File: src/source/sense_ctl_pkg.sv
/*
  sense controller shared definitions
  register map, mode codes, frame layout and the conditioning word
*/
`default_nettype none

package sense_ctl_pkg;

  // widths
  localparam int COND_BITS  = 29;
  localparam int REG_BITS   = 32;
  localparam int ADDR_BITS  = 7;
  localparam int FRAME_BITS = 40;
  localparam int MODE_BITS  = 3;

  // register addresses, low 7 bits of the first frame byte
  localparam logic [ADDR_BITS-1:0] ADDR_LED     = 7'd7;
  localparam logic [ADDR_BITS-1:0] ADDR_SPI_MUX = 7'd8;
  localparam logic [ADDR_BITS-1:0] ADDR_4094    = 7'd9;
  localparam logic [ADDR_BITS-1:0] ADDR_MODE    = 7'd12;
  localparam logic [ADDR_BITS-1:0] ADDR_DIRECT  = 7'd14;

  // output modes
  localparam logic [MODE_BITS-1:0] MODE_LED_ONLY = 3'd0;
  localparam logic [MODE_BITS-1:0] MODE_ALL_ONES = 3'd1;
  localparam logic [MODE_BITS-1:0] MODE_PATTERN  = 3'd2;
  localparam logic [MODE_BITS-1:0] MODE_DIRECT   = 3'd3;

  // conditioning outputs, msb first, azmux sits at bit 0
  typedef struct packed {
    logic       spi_interrupt;
    logic       meas_complete;
    logic       cmpr_latch;
    logic [3:0] adcmux;
    logic [7:0] monitor;
    logic       led0;
    logic       sig_pc_sw;
    logic [3:0] himux2;
    logic [3:0] himux;
    logic [3:0] azmux;
  } cond_fields_t;

  // same 29 bits, seen either as a flat word or as fields
  typedef union packed {
    logic [COND_BITS-1:0] raw;
    cond_fields_t         f;
  } cond_word_t;

endpackage

`default_nettype wire

File: src/source/spi_sampler.sv
/*
  spi pin sampler
  brings clk, cs and mosi into the system clock and flags edges and frame end
*/
`timescale 1ns/1ps
`default_nettype none

module spi_sampler #(
  parameter int SYNC_STAGES = 2
) (
  input  logic clk,
  input  logic rst_n,
  input  logic spi_clk,
  input  logic spi_cs,
  input  logic spi_mosi,
  output logic sclk_rise,
  output logic sclk_fall,
  output logic frame_end,
  output logic cs_active,
  output logic mosi_s
);

  // synchronizer chains, oldest sample at the top bit
  logic [SYNC_STAGES-1:0] clk_sync;
  logic [SYNC_STAGES-1:0] cs_sync;
  logic [SYNC_STAGES-1:0] mosi_sync;
  logic clk_s;
  logic cs_s;
  // held copies for edge detect
  logic clk_q;
  logic cs_q;

  assign clk_s = clk_sync[SYNC_STAGES-1];
  assign cs_s  = cs_sync[SYNC_STAGES-1];

  always_ff @(posedge clk)
  begin
    if (!rst_n)
    begin
      clk_sync  <= '0;
      // cs idles high, so come out of reset deasserted
      cs_sync   <= '1;
      mosi_sync <= '0;
      clk_q     <= 1'b0;
      cs_q      <= 1'b1;
      sclk_rise <= 1'b0;
      sclk_fall <= 1'b0;
      frame_end <= 1'b0;
      cs_active <= 1'b0;
      mosi_s    <= 1'b0;
    end
    else
    begin
      clk_sync  <= {clk_sync[SYNC_STAGES-2:0], spi_clk};
      cs_sync   <= {cs_sync[SYNC_STAGES-2:0], spi_cs};
      mosi_sync <= {mosi_sync[SYNC_STAGES-2:0], spi_mosi};
      clk_q     <= clk_s;
      cs_q      <= cs_s;
      // clock edges only count inside a frame
      sclk_rise <= ~cs_s & clk_s & ~clk_q;
      sclk_fall <= ~cs_s & ~clk_s & clk_q;
      // cs rising ends the frame
      frame_end <= cs_s & ~cs_q;
      cs_active <= ~cs_s;
      mosi_s    <= mosi_sync[SYNC_STAGES-1];
    end
  end

endmodule

`default_nettype wire

File: src/source/register_bank.sv
/*
  spi register bank
  40 bit frames carry the write flag and address in the first byte and 32 data bits after it
  readback of the addressed register is shifted out during the data phase
*/
`timescale 1ns/1ps
`default_nettype none

module register_bank (
  input  logic                                clk,
  input  logic                                rst_n,
  input  logic                                sclk_rise,
  input  logic                                sclk_fall,
  input  logic                                frame_end,
  input  logic                                cs_active,
  input  logic                                mosi_s,
  output logic                                reg_miso,
  output logic                                led,
  output logic [7:0]                          spi_mux_sel,
  output logic                                oe_4094,
  output logic [sense_ctl_pkg::MODE_BITS-1:0] mode,
  output logic [sense_ctl_pkg::COND_BITS-1:0] direct
);

  localparam int FRAME_BITS = sense_ctl_pkg::FRAME_BITS;
  localparam int REG_BITS   = sense_ctl_pkg::REG_BITS;
  localparam int ADDR_BITS  = sense_ctl_pkg::ADDR_BITS;
  // saturating counter needs one code past the frame length
  localparam int CNT_BITS   = $clog2(FRAME_BITS + 1);

  logic [CNT_BITS-1:0]   bit_cnt;
  logic [FRAME_BITS-1:0] shift_in;
  logic [REG_BITS-1:0]   out_shift;
  logic                  out_bit;

  // control registers
  logic [REG_BITS-1:0] reg_led;
  logic [REG_BITS-1:0] reg_spi_mux;
  logic [REG_BITS-1:0] reg_4094;
  logic [REG_BITS-1:0] reg_mode;
  logic [REG_BITS-1:0] reg_direct;

  // header fields of a finished frame
  logic                 wr_flag;
  logic [ADDR_BITS-1:0] wr_addr;
  logic [REG_BITS-1:0]  wr_data;
  logic                 frame_ok;

  // address as it completes with the 8th bit
  logic [ADDR_BITS-1:0] rd_addr;
  logic [REG_BITS-1:0]  rd_data;
  logic                 rd_load;

  assign wr_flag  = shift_in[FRAME_BITS-1];
  assign wr_addr  = shift_in[FRAME_BITS-2 -: ADDR_BITS];
  assign wr_data  = shift_in[REG_BITS-1:0];
  assign frame_ok = frame_end & (bit_cnt == CNT_BITS'(FRAME_BITS)) & wr_flag;

  assign rd_addr = {shift_in[ADDR_BITS-2:0], mosi_s};
  assign rd_load = sclk_rise & cs_active & (bit_cnt == CNT_BITS'(ADDR_BITS));

  // readback mux where unknown addresses read zero
  always_comb
  begin
    case (rd_addr)
      sense_ctl_pkg::ADDR_LED:     rd_data = reg_led;
      sense_ctl_pkg::ADDR_SPI_MUX: rd_data = reg_spi_mux;
      sense_ctl_pkg::ADDR_4094:    rd_data = reg_4094;
      sense_ctl_pkg::ADDR_MODE:    rd_data = reg_mode;
      sense_ctl_pkg::ADDR_DIRECT:  rd_data = reg_direct;
      default:                     rd_data = '0;
    endcase
  end

  ////////////////////////////////////////////////////////////
  // frame receive

  // mosi shifts in msb first
  always_ff @(posedge clk)
  begin
    if (!rst_n)
      shift_in <= '0;
    else if (sclk_rise && cs_active)
      shift_in <= {shift_in[FRAME_BITS-2:0], mosi_s};
  end

  always_ff @(posedge clk)
  begin
    if (!rst_n)
      bit_cnt <= '0;
    else if (frame_end)
      bit_cnt <= '0;
    else if (sclk_rise && cs_active && bit_cnt != '1)
      bit_cnt <= bit_cnt + 1'b1;
  end

  ////////////////////////////////////////////////////////////
  // only complete 40 bit write frames land in the registers

  always_ff @(posedge clk)
  begin
    if (!rst_n)
    begin
      reg_led     <= '0;
      reg_spi_mux <= '0;
      reg_4094    <= '0;
      reg_mode    <= '0;
      reg_direct  <= '0;
    end
    else if (frame_ok)
    begin
      case (wr_addr)
        sense_ctl_pkg::ADDR_LED:     reg_led     <= wr_data;
        sense_ctl_pkg::ADDR_SPI_MUX: reg_spi_mux <= wr_data;
        sense_ctl_pkg::ADDR_4094:    reg_4094    <= wr_data;
        sense_ctl_pkg::ADDR_MODE:    reg_mode    <= wr_data;
        sense_ctl_pkg::ADDR_DIRECT:  reg_direct  <= wr_data;
        default:                     ;
      endcase
    end
  end

  ////////////////////////////////////////////////////////////
  // readback shifter changes data on the falling edge for spi mode 0

  always_ff @(posedge clk)
  begin
    if (!rst_n || frame_end)
    begin
      out_shift <= '0;
      out_bit   <= 1'b0;
    end
    else if (rd_load)
      out_shift <= rd_data;
    else if (sclk_fall)
    begin
      // msb goes out on the fall before the first data rise
      out_bit   <= out_shift[REG_BITS-1];
      out_shift <= {out_shift[REG_BITS-2:0], 1'b0};
    end
  end

  assign reg_miso    = out_bit;
  // only the used bits leave the bank
  assign led         = reg_led[0];
  assign spi_mux_sel = reg_spi_mux[7:0];
  assign oe_4094     = reg_4094[0];
  assign mode        = reg_mode[sense_ctl_pkg::MODE_BITS-1:0];
  assign direct      = reg_direct[sense_ctl_pkg::COND_BITS-1:0];

endmodule

`default_nettype wire

File: src/source/spi_router.sv
/*
  spi router
  passes the spi pins through to the 4094 chain on cs2 and picks the miso source
*/
`timescale 1ns/1ps
`default_nettype none

module spi_router (
  input  logic       spi_clk,
  input  logic       spi_mosi,
  input  logic       spi_cs,
  input  logic       spi_cs2,
  input  logic       u1004_4094_data,
  input  logic       reg_miso,
  input  logic [7:0] spi_mux_sel,
  output logic       glb_4094_clk,
  output logic       glb_4094_data,
  output logic       glb_4094_strobe,
  output logic       spi_miso
);

  // channel 0 of the mux select enables the 4094 chain while cs2 is low
  logic pass_4094;

  assign pass_4094 = spi_mux_sel[0] & ~spi_cs2;

  // everything held low when the chain is not selected
  assign glb_4094_clk    = pass_4094 & spi_clk;
  assign glb_4094_data   = pass_4094 & spi_mosi;
  // active high strobe for the 4094 while cs2 is low
  assign glb_4094_strobe = pass_4094;

  // chain readback wins over the register bank on miso
  always_comb
  begin
    if (!spi_cs2)
      spi_miso = u1004_4094_data;
    else if (!spi_cs)
      spi_miso = reg_miso;
    else
      spi_miso = 1'b0;
  end

endmodule

`default_nettype wire

File: src/source/output_mode_select.sv
/*
  output mode select
  free running test pattern plus the registered mux that picks the
  conditioning word for the current mode
*/
`timescale 1ns/1ps
`default_nettype none

module output_mode_select (
  input  logic                                clk,
  input  logic                                rst_n,
  input  logic [sense_ctl_pkg::MODE_BITS-1:0] mode,
  input  logic                                led,
  input  logic [sense_ctl_pkg::COND_BITS-1:0] direct,
  output sense_ctl_pkg::cond_word_t           cond
);

  localparam int COND_BITS = sense_ctl_pkg::COND_BITS;
  // led0 position in the word, matches cond_fields_t
  localparam int LED0_IDX  = 13;

  logic [COND_BITS-1:0]      pattern_cnt;
  sense_ctl_pkg::cond_word_t cond_nxt;

  ////////////////////////////////////////////////////////////
  // test pattern

  // wraps at 2^29, every pin toggles at its own rate
  always_ff @(posedge clk)
  begin
    if (!rst_n)
      pattern_cnt <= '0;
    else
      pattern_cnt <= pattern_cnt + 1'b1;
  end

  ////////////////////////////////////////////////////////////
  // mode mux

  always_comb
  begin
    cond_nxt.raw = '0;
    case (mode)
      // everything off, led under mcu control
      sense_ctl_pkg::MODE_LED_ONLY:
        cond_nxt.raw[LED0_IDX] = led;
      sense_ctl_pkg::MODE_ALL_ONES:
        cond_nxt.raw = '1;
      sense_ctl_pkg::MODE_PATTERN:
        cond_nxt.raw = pattern_cnt;
      // mcu drives every pin
      sense_ctl_pkg::MODE_DIRECT:
        cond_nxt.raw = direct;
      // modes 4 to 7 are spare, all low
      default:
        cond_nxt.raw = '0;
    endcase
  end

  // one clk from mode, led or direct to the pins
  always_ff @(posedge clk)
  begin
    if (!rst_n)
      cond <= '0;
    else
      cond <= cond_nxt;
  end

endmodule

`default_nettype wire

File: src/source/sense_ctl_top.sv
/*
  sense controller top level
  spi register bank, 4094 pass through and mode driven conditioning pins
*/
`timescale 1ns/1ps
`default_nettype none

module sense_ctl_top #(
  parameter int SYNC_STAGES = 2
) (
  input  logic       clk,
  input  logic       rst_n,
  // spi from the mcu
  input  logic       spi_clk,
  input  logic       spi_cs,
  input  logic       spi_cs2,
  input  logic       spi_mosi,
  input  logic       u1004_4094_data,
  output logic       spi_miso,
  // 4094 chain
  output logic       oe_4094,
  output logic       glb_4094_clk,
  output logic       glb_4094_data,
  output logic       glb_4094_strobe,
  // conditioning pins
  output logic [3:0] azmux,
  output logic [3:0] himux,
  output logic [3:0] himux2,
  output logic       sig_pc_sw_ctl,
  output logic       led0,
  output logic [7:0] monitor,
  output logic [3:0] adcmux,
  output logic       cmpr_latch_ctl,
  output logic       meas_complete_ctl,
  output logic       spi_interrupt_ctl
);

  // sampled spi
  logic sclk_rise;
  logic sclk_fall;
  logic frame_end;
  logic cs_active;
  logic mosi_s;

  // register bank outputs
  logic                                reg_miso;
  logic                                led;
  logic [7:0]                          spi_mux_sel;
  logic [sense_ctl_pkg::MODE_BITS-1:0] mode;
  logic [sense_ctl_pkg::COND_BITS-1:0] direct;

  sense_ctl_pkg::cond_word_t cond;

  spi_sampler #(
    .SYNC_STAGES (SYNC_STAGES)
  ) u_spi_sampler (
    .clk       (clk),
    .rst_n     (rst_n),
    .spi_clk   (spi_clk),
    .spi_cs    (spi_cs),
    .spi_mosi  (spi_mosi),
    .sclk_rise (sclk_rise),
    .sclk_fall (sclk_fall),
    .frame_end (frame_end),
    .cs_active (cs_active),
    .mosi_s    (mosi_s)
  );

  register_bank u_register_bank (
    .clk         (clk),
    .rst_n       (rst_n),
    .sclk_rise   (sclk_rise),
    .sclk_fall   (sclk_fall),
    .frame_end   (frame_end),
    .cs_active   (cs_active),
    .mosi_s      (mosi_s),
    .reg_miso    (reg_miso),
    .led         (led),
    .spi_mux_sel (spi_mux_sel),
    // output enable straight to the pin, low until the mcu enables it
    .oe_4094     (oe_4094),
    .mode        (mode),
    .direct      (direct)
  );

  spi_router u_spi_router (
    .spi_clk         (spi_clk),
    .spi_mosi        (spi_mosi),
    .spi_cs          (spi_cs),
    .spi_cs2         (spi_cs2),
    .u1004_4094_data (u1004_4094_data),
    .reg_miso        (reg_miso),
    .spi_mux_sel     (spi_mux_sel),
    .glb_4094_clk    (glb_4094_clk),
    .glb_4094_data   (glb_4094_data),
    .glb_4094_strobe (glb_4094_strobe),
    .spi_miso        (spi_miso)
  );

  output_mode_select u_output_mode_select (
    .clk    (clk),
    .rst_n  (rst_n),
    .mode   (mode),
    .led    (led),
    .direct (direct),
    .cond   (cond)
  );

  ////////////////////////////////////////////////////////////
  // break the conditioning word out into board pins

  assign azmux             = cond.f.azmux;
  assign himux             = cond.f.himux;
  assign himux2            = cond.f.himux2;
  assign sig_pc_sw_ctl     = cond.f.sig_pc_sw;
  assign led0              = cond.f.led0;
  assign monitor           = cond.f.monitor;
  assign adcmux            = cond.f.adcmux;
  assign cmpr_latch_ctl    = cond.f.cmpr_latch;
  assign meas_complete_ctl = cond.f.meas_complete;
  assign spi_interrupt_ctl = cond.f.spi_interrupt;

endmodule

`default_nettype wire

File: config.mk
export PLATFORM = sky130hd
export DESIGN_NAME = sense_ctl_top
export DESIGN_NICKNAME = d
export VERILOG_FILES = /design/src/source/sense_ctl_pkg.sv /design/src/source/spi_sampler.sv /design/src/source/register_bank.sv /design/src/source/spi_router.sv /design/src/source/output_mode_select.sv /design/src/source/sense_ctl_top.sv
export SDC_FILE = /design/constraint.sdc
export NUM_CORES = 1
export LEC_CHECK = 0
export BUFFER_PORTS_ARGS = -buffer_cell sky130_fd_sc_hd__buf_4
export CORE_ASPECT_RATIO = 0.5
export CORE_UTILIZATION = 60
export CTS_BUF_LIST = sky130_fd_sc_hd__clkbuf_16
export DETAILED_ROUTE_END_ITERATION = 8
export PLACE_DENSITY = 0.77
export SLEW_MARGIN = 5
export SYNTH_ARGS = -nofsm -noshare
export SYNTH_HDL_FRONTEND = slang
export SYNTH_HIERARCHICAL = 1
export SYNTH_SLANG_ARGS = --single-unit
File: constraint.sdc
create_clock -name clk -period 6.1 [get_ports clk]
set_input_delay 1.83 -clock clk [delete_from_list [all_inputs] [get_ports clk]]
set_output_delay 1.83 -clock clk [all_outputs]
set_load 0.1 [all_outputs]
==> results of run 1 <==
[routing by layer]
metal  part of all wire, %  global-route usage, %  vias up
li1                      -                      -     5355
met1                    43                  43.24     5627
met2                    44                  50.14      563
met3                    11                  8.797       56
met4                   1.7                  7.445        2
met5                 0.019                      0        -
[sequential cells by signal, summed over array words and instances (netlist names), 2 cells and up]
register and count:
u_register_bank/reg_4094 32, u_register_bank/reg_direct 32, u_output_mode_select/cond 29, u_register_bank/reg_led 32
u_register_bank/shift_in 40, u_register_bank/reg_spi_mux 32, u_spi_sampler/clk_sync 2, u_register_bank/bit_cnt 6
u_output_mode_select/pattern_cnt 29, u_register_bank/reg_mode 32, u_spi_sampler/mosi_sync 2, u_register_bank/out_shift 32
u_spi_sampler/cs_sync 2
[through the flow]
stage,instances,utilization [%],hold WS [ns]
global route,1848,65.85,0.4441
global placement,1800,62.05,0.4056
detailed placement,1800,62.05,0.3998
finish,1848,65.85,0.4185
floorplan,1610,-,0.3863
CTS,1848,65.85,0.4204
[power breakdown]
group          switching, mW  internal (mW)
combinational         0.0433         0.0283
sequential           0.00487           2.03
clock                  0.752          0.926
total                  0.800           2.98
[worst max-delay path by stage]
| stage | slack [ns] | end | from |
|---|---|---|---|
| CTS | 1.76 | glb_4094_data | spi_cs2 |
| global route | 1.71 | glb_4094_data | spi_cs2 |
| detailed placement | 1.76 | glb_4094_data | spi_cs2 |
| global placement | 1.78 | glb_4094_data | spi_cs2 |
| floorplan | 0.74 | glb_4094_clk | spi_cs2 |
| finish | 1.76 | glb_4094_data | spi_cs2 |
[layout by cell type, fill, tap and decap left out, types with 6 or more instances in the layout]
cell type	count
nand2_1	438
dfxtp_1	309
a21boi_1	150
nor2_1	61
a21oi_1	59
buf_4	55
a21boi_0	51
a22o_1	46
nor3_1	35
clkbuf_16	27
mux2i_1	23
inv_1	22
nor2b_1	17
mux2_2	16
o22ai_1	15
a222oi_1	15
a221oi_1	14
o21a_1	13
xnor2_1	12
nand2b_1	12
and2_1	11
a2111oi_0	11
nand3_1	10
o31ai_1	10
or4_1	10
clkinv_1	6
nand4_1	6
nor4_4	6
a2111oi_1	6
[critical path, stage by stage]
cell	delay, ns
buf_4	0.12
nor2b_2	0.13
and2_1	0.14
buf_4	0.28
[final cells by class]
class                   count  area share (%)
clock buffers              27           4.641
clock inverters            21           1.126
inverters                  13          0.3352
multi-input cells        1121           45.71
flip-flops and latches    310           42.63
well taps                 300           2.578
repair buffers             56           2.974
==> impl_metrics.json, run 1 <==
{
  "fp.dieW_um": 216.7,
  "drtPass1Iterations": 5,
  "drive_gt1_share_pct": 8.979,
  "cts_max_path_buffers": 3,
  "rr_endpoint": "u_register_bank/out_shift[2]$_SDFFE_PP0P_",
  "place.port_buffers": 40,
  "dpl_cell_area_um2": 13720,
  "routedWlPerCell_um": 20.39,
  "pin_count": 41,
  "synth_warnings": 6,
  "r2r_slack_ns": 2.46,
  "grt_pass1_wl_um": 58820,
  "root_buffer": "clkbuf_16",
  "critPathArrivalTime_ns": 2.51,
  "grt_util_all_layers_pct": 31.73,
  "power_mw": 3.781,
  "cts_tree": "done",
  "cts.sinks": 310,
  "area_growth_pct": 5.256,
  "r2r_cells": 5,
  "path_max_fanout": 3,
  "placeableCoreArea_um2": 22110,
  "power_per_cell_area_nw_per_um2": 259.7,
  "clk_latency_ns": 0.56,
  "p_leak_nw": 4.839,
  "slew_violations": 0,
  "gp_congestion": 0.8260,
  "min_to": "u_spi_sampler/cs_sync[1]$_SDFF_PN1_",
  "clkTransAtPathRegs_ns": 0.06,
  "drtIter0Drc": 1657,
  "finalSetupViolations": 0,
  "grt_pass1_vias": 10811,
  "multi_input_area_um2": 6655,
  "post_cts_buffers": 0,
  "clock.fmax_ghz": 0.2306,
  "diodes": 0,
  "cts_max_level": 1,
  "ir_drop_v": 0.0002237,
  "antenna_found_initial": 1,
  "fin_nets": 1539,
  "cts_hold_buf": 0,
  "nFillCells": 1808,
  "tns_ns": 0,
  "rsz0062_at_grt": "false",
  "avgSynthCellArea_um2": 8.591,
  "drtAntennaViolNets": 0,
  "initial_core_util_pct": 62.56,
  "period_needed_ns": 4.337,
  "hold_path_class": "flop to flop",
  "syn-instance-count": 1610,
  "hold_viol_final": 0,
  "hpwl_um": 21480,
  "start_kind": "input port",
  "status": "complete, no violations",
  "worst_slew_pin_slew_ns": 1.352,
  "dieArea_um2": 23700,
  "post-place-ws_ns": 1.757,
  "end_kind": "primary output",
  "final.setup.worst_slack_ns": 1.763,
  "cts_made_buffers": 27,
  "synth_area_um2": 13830,
  "finalClockSkew_ns": 0.02150,
  "placementRows": 38,
  "via_per_inst": 6.279,
  "period_share_pct": 71.10,
  "timing.slew.headroom_pct": 9.848,
  "drcViolationCount": 0,
  "vias": 11603,
  "finalInstanceArea_um2": 14560,
  "overflow": 0,
  "hold_depth": 1,
  "drv_cap": 0,
  "critPathKind": "input port to primary output",
  "syn-num-nets": 1620,
  "r2r_start": "u_register_bank/bit_cnt[0]$_SDFFE_PP0P_",
  "final-seq-area_um2": 6207,
  "hp-start": "u_spi_sampler/cs_sync[0]$_SDFF_PN1_",
  "totalWireLength_um": 37670,
  "ctsResizeCount": 0,
  "die_h_um": 109.4,
  "grt_max_degree": 222,
  "required_ns": 4.27
}
Note: power is estimated with default switching activity, not from simulation.
==> run 2, diff against run 1 <==
--- a/config.mk
+++ b/config.mk
@@ -7,10 +7,10 @@
 export LEC_CHECK = 0
 export BUFFER_PORTS_ARGS = -buffer_cell sky130_fd_sc_hd__buf_4
 export CORE_ASPECT_RATIO = 0.5
-export CORE_UTILIZATION = 60
+export CORE_UTILIZATION = 56
 export CTS_BUF_LIST = sky130_fd_sc_hd__clkbuf_16
 export DETAILED_ROUTE_END_ITERATION = 8
-export PLACE_DENSITY = 0.77
+export PLACE_DENSITY = 0.76
 export SLEW_MARGIN = 5
 export SYNTH_ARGS = -nofsm -noshare
 export SYNTH_HDL_FRONTEND = slang
==> constraint.sdc (replaced) <==
create_clock -name clk -period 3.7 [get_ports clk]
set_input_delay 1.11 -clock clk [delete_from_list [all_inputs] [get_ports clk]]
set_output_delay 1.11 -clock clk [all_outputs]
set_load 0.1 [all_outputs]
==> run 2 against run 1 <==
Compared with the run above: global-route usage shrank 2.9 points; via count grew 0.25%; highest routed layer is now met4; clock power grew 70%; first-iteration DRC count shrank 14%; largest power group unchanged; clock-buffer cell count is the same; combinational power grew 68%; setup slack lost 0.99 ns; final cell count grew 2.9%; non-clock buffer count grew 15; critical path depth is the same.
==> impl_metrics.json, run 2 (synthesized netlist as in run 1, its figures left out) <==
{
  "gp_congestion": 0.8712,
  "worst_slew_pin_slew_ns": 1.121,
  "swShare_pct": 21.13,
  "cts_made_buffers": 27,
  "drive_gt1_share_pct": 10.10,
  "drtAntennaViolNets": 0,
  "ir_drop_v": 0.0003325,
  "p_leak_nw": 4.936,
  "area_growth_pct": 6.495,
  "vias": 11632,
  "drtPass1Iterations": 8,
  "cts_max_level": 1,
  "dieArea_um2": 25370,
  "tns_ns": 0,
  "routedWlPerCell_um": 19.55,
  "diodes": 0,
  "post_cts_buffers": 0,
  "grt_max_degree": 90,
  "ctsResizeCount": 0,
  "final_cell_mix": "nand2_1, dfxtp_1, a21boi_1",
  "clock.fmax_ghz": 0.3412,
  "initial_core_util_pct": 57.34,
  "start_kind": "input port",
  "hold_path_class": "flop to flop",
  "nFillCells": 2015,
  "end_kind": "primary output",
  "final-seq-area_um2": 6207,
  "placeableCoreArea_um2": 24120,
  "via_per_inst": 6.119,
  "pin_count": 41,
  "finalSetupViolations": 0,
  "drcViolationCount": 0,
  "rsz0062_at_grt": "false",
  "power_per_cell_area_nw_per_um2": 430.0,
  "power_mw": 6.333,
  "clk_latency_ns": 0.56,
  "top_register": "u_register_bank/shift_in",
  "cts_max_path_buffers": 3,
  "timing.slew.headroom_pct": 25.26,
  "min_to": "u_spi_sampler/cs_sync[1]$_SDFF_PN1_",
  "p_comb_share_pct": 1.9,
  "die_h_um": 113.1,
  "hold_viol_final": 0,
  "status": "complete, no violations",
  "r2r_start": "u_register_bank/bit_cnt[3]$_SDFFE_PP0P_",
  "rr_endpoint": "u_register_bank/reg_direct[31]$_SDFFE_PN0P_",
  "drtIter0Drc": 1425,
  "r2r_slack_ns": 0.83,
  "required_ns": 2.59,
  "pwr-share-seq_pct": 52.9,
  "totalWireLength_um": 37170,
  "place.port_buffers": 40,
  "fin_nets": 1554,
  "grt_util_all_layers_pct": 28.81,
  "r2r_cells": 4,
  "critPathKind": "input port to primary output",
  "layout_commonest_cell": "nand2_1",
  "antenna_found_initial": 0,
  "slew_violations": 0,
  "grt_pass1_vias": 10716,
  "period_share_pct": 79.20,
  "period_needed_ns": 2.930,
  "cts_tree": "done",
  "drv_cap": 0,
  "finalClockSkew_ns": 0.01139,
  "path_max_fanout": 3,
  "cts_hold_buf": 0,
  "overflow": 0,
  "critPathArrivalTime_ns": 1.82,
  "hpwl_um": 22340,
  "grt_pass1_wl_um": 57770,
  "fp.dieW_um": 224.3,
  "clkPwrFrac_pct": 45.2,
  "p_sw_mw": 1.338,
  "root_buffer": "clkbuf_16",
  "multi_input_area_um2": 6640,
  "clkTransAtPathRegs_ns": 0.07,
  "largest_register_ffs": 40,
  "placementRows": 40,
  "hold_depth": 1,
  "hp-start": "u_spi_sampler/cs_sync[0]$_SDFF_PN1_",
  "cts.sinks": 310,
  "p_int_mw": 4.995
}
[run 2: cell types whose count changed in the layout (fill, tap and decap cells not counted), sizes merged]
cell,change
buf,+15
clkinv,+2
bufinv,+1
inv,-1
[run 2: metal layers]
layer,global-route usage (%),share of wire (%),vias to the layer above
li1,-,-,5390
met1,39.74,43,5601
met2,45.13,44,573
met3,6.751,11,68
met4,8.254,1.9,0
met5,0,0,-
[run 2: worst max-delay path by stage]
stage	startpoint	endpoint	slack, ns	cells after the start
global placement	spi_cs2	glb_4094_data	0.80	4
CTS	spi_cs2	glb_4094_clk	0.77	4
floorplan	spi_cs2	glb_4094_clk	0.03	2
global route	u_register_bank/bit_cnt[3]$_SDFFE_PP0P_	u_register_bank/reg_direct[31]$_SDFFE_PN0P_	0.68	4
finish	spi_cs2	glb_4094_data	0.77	4
detailed placement	spi_cs2	glb_4094_clk	0.78	4
[run 2: final cells by class]
class	count	area share [%]
multi-input combinational	1121	45.08
clock inverter	23	1.393
sequential	310	42.14
inverter	13	0.3313
tap	336	2.854
clock buffer	27	4.587
timing repair buffer	71	3.618
[run 2: stage by stage]
stage	hold slack (ns)	setup WS, ns	utilization, %	instance area [um2]	std cells
after floorplan	0.3863	0.03165	-	13840	1610
after global placement	0.4100	0.8002	57.41	13850	1851
after detailed placement	0.4030	0.7769	57.41	13850	1851
after CTS	0.4245	0.7731	61.06	14730	1901
after global routing	0.4378	0.6815	61.06	14730	1901
final	0.4253	0.7695	61.06	14730	1901
[run 2: worst max-delay path: stages]
cell     delay (ns)
buf_4          0.13
nor2b_2        0.15
and2_2         0.16
buf_4          0.28
[run 2: power by group through the flow]
| stage | sequential (mW) | combinational [mW] | clock, mW |
|---|---|---|---|
| floorplan | 3.42 | 0.0897 | 0 |
| global placement | 3.43 | 0.115 | 0 |
| detailed placement | 3.43 | 0.118 | 0 |
| CTS | 3.35 | 0.119 | 2.89 |
| global route | 3.35 | 0.127 | 3.03 |
| finish | 3.35 | 0.120 | 2.86 |
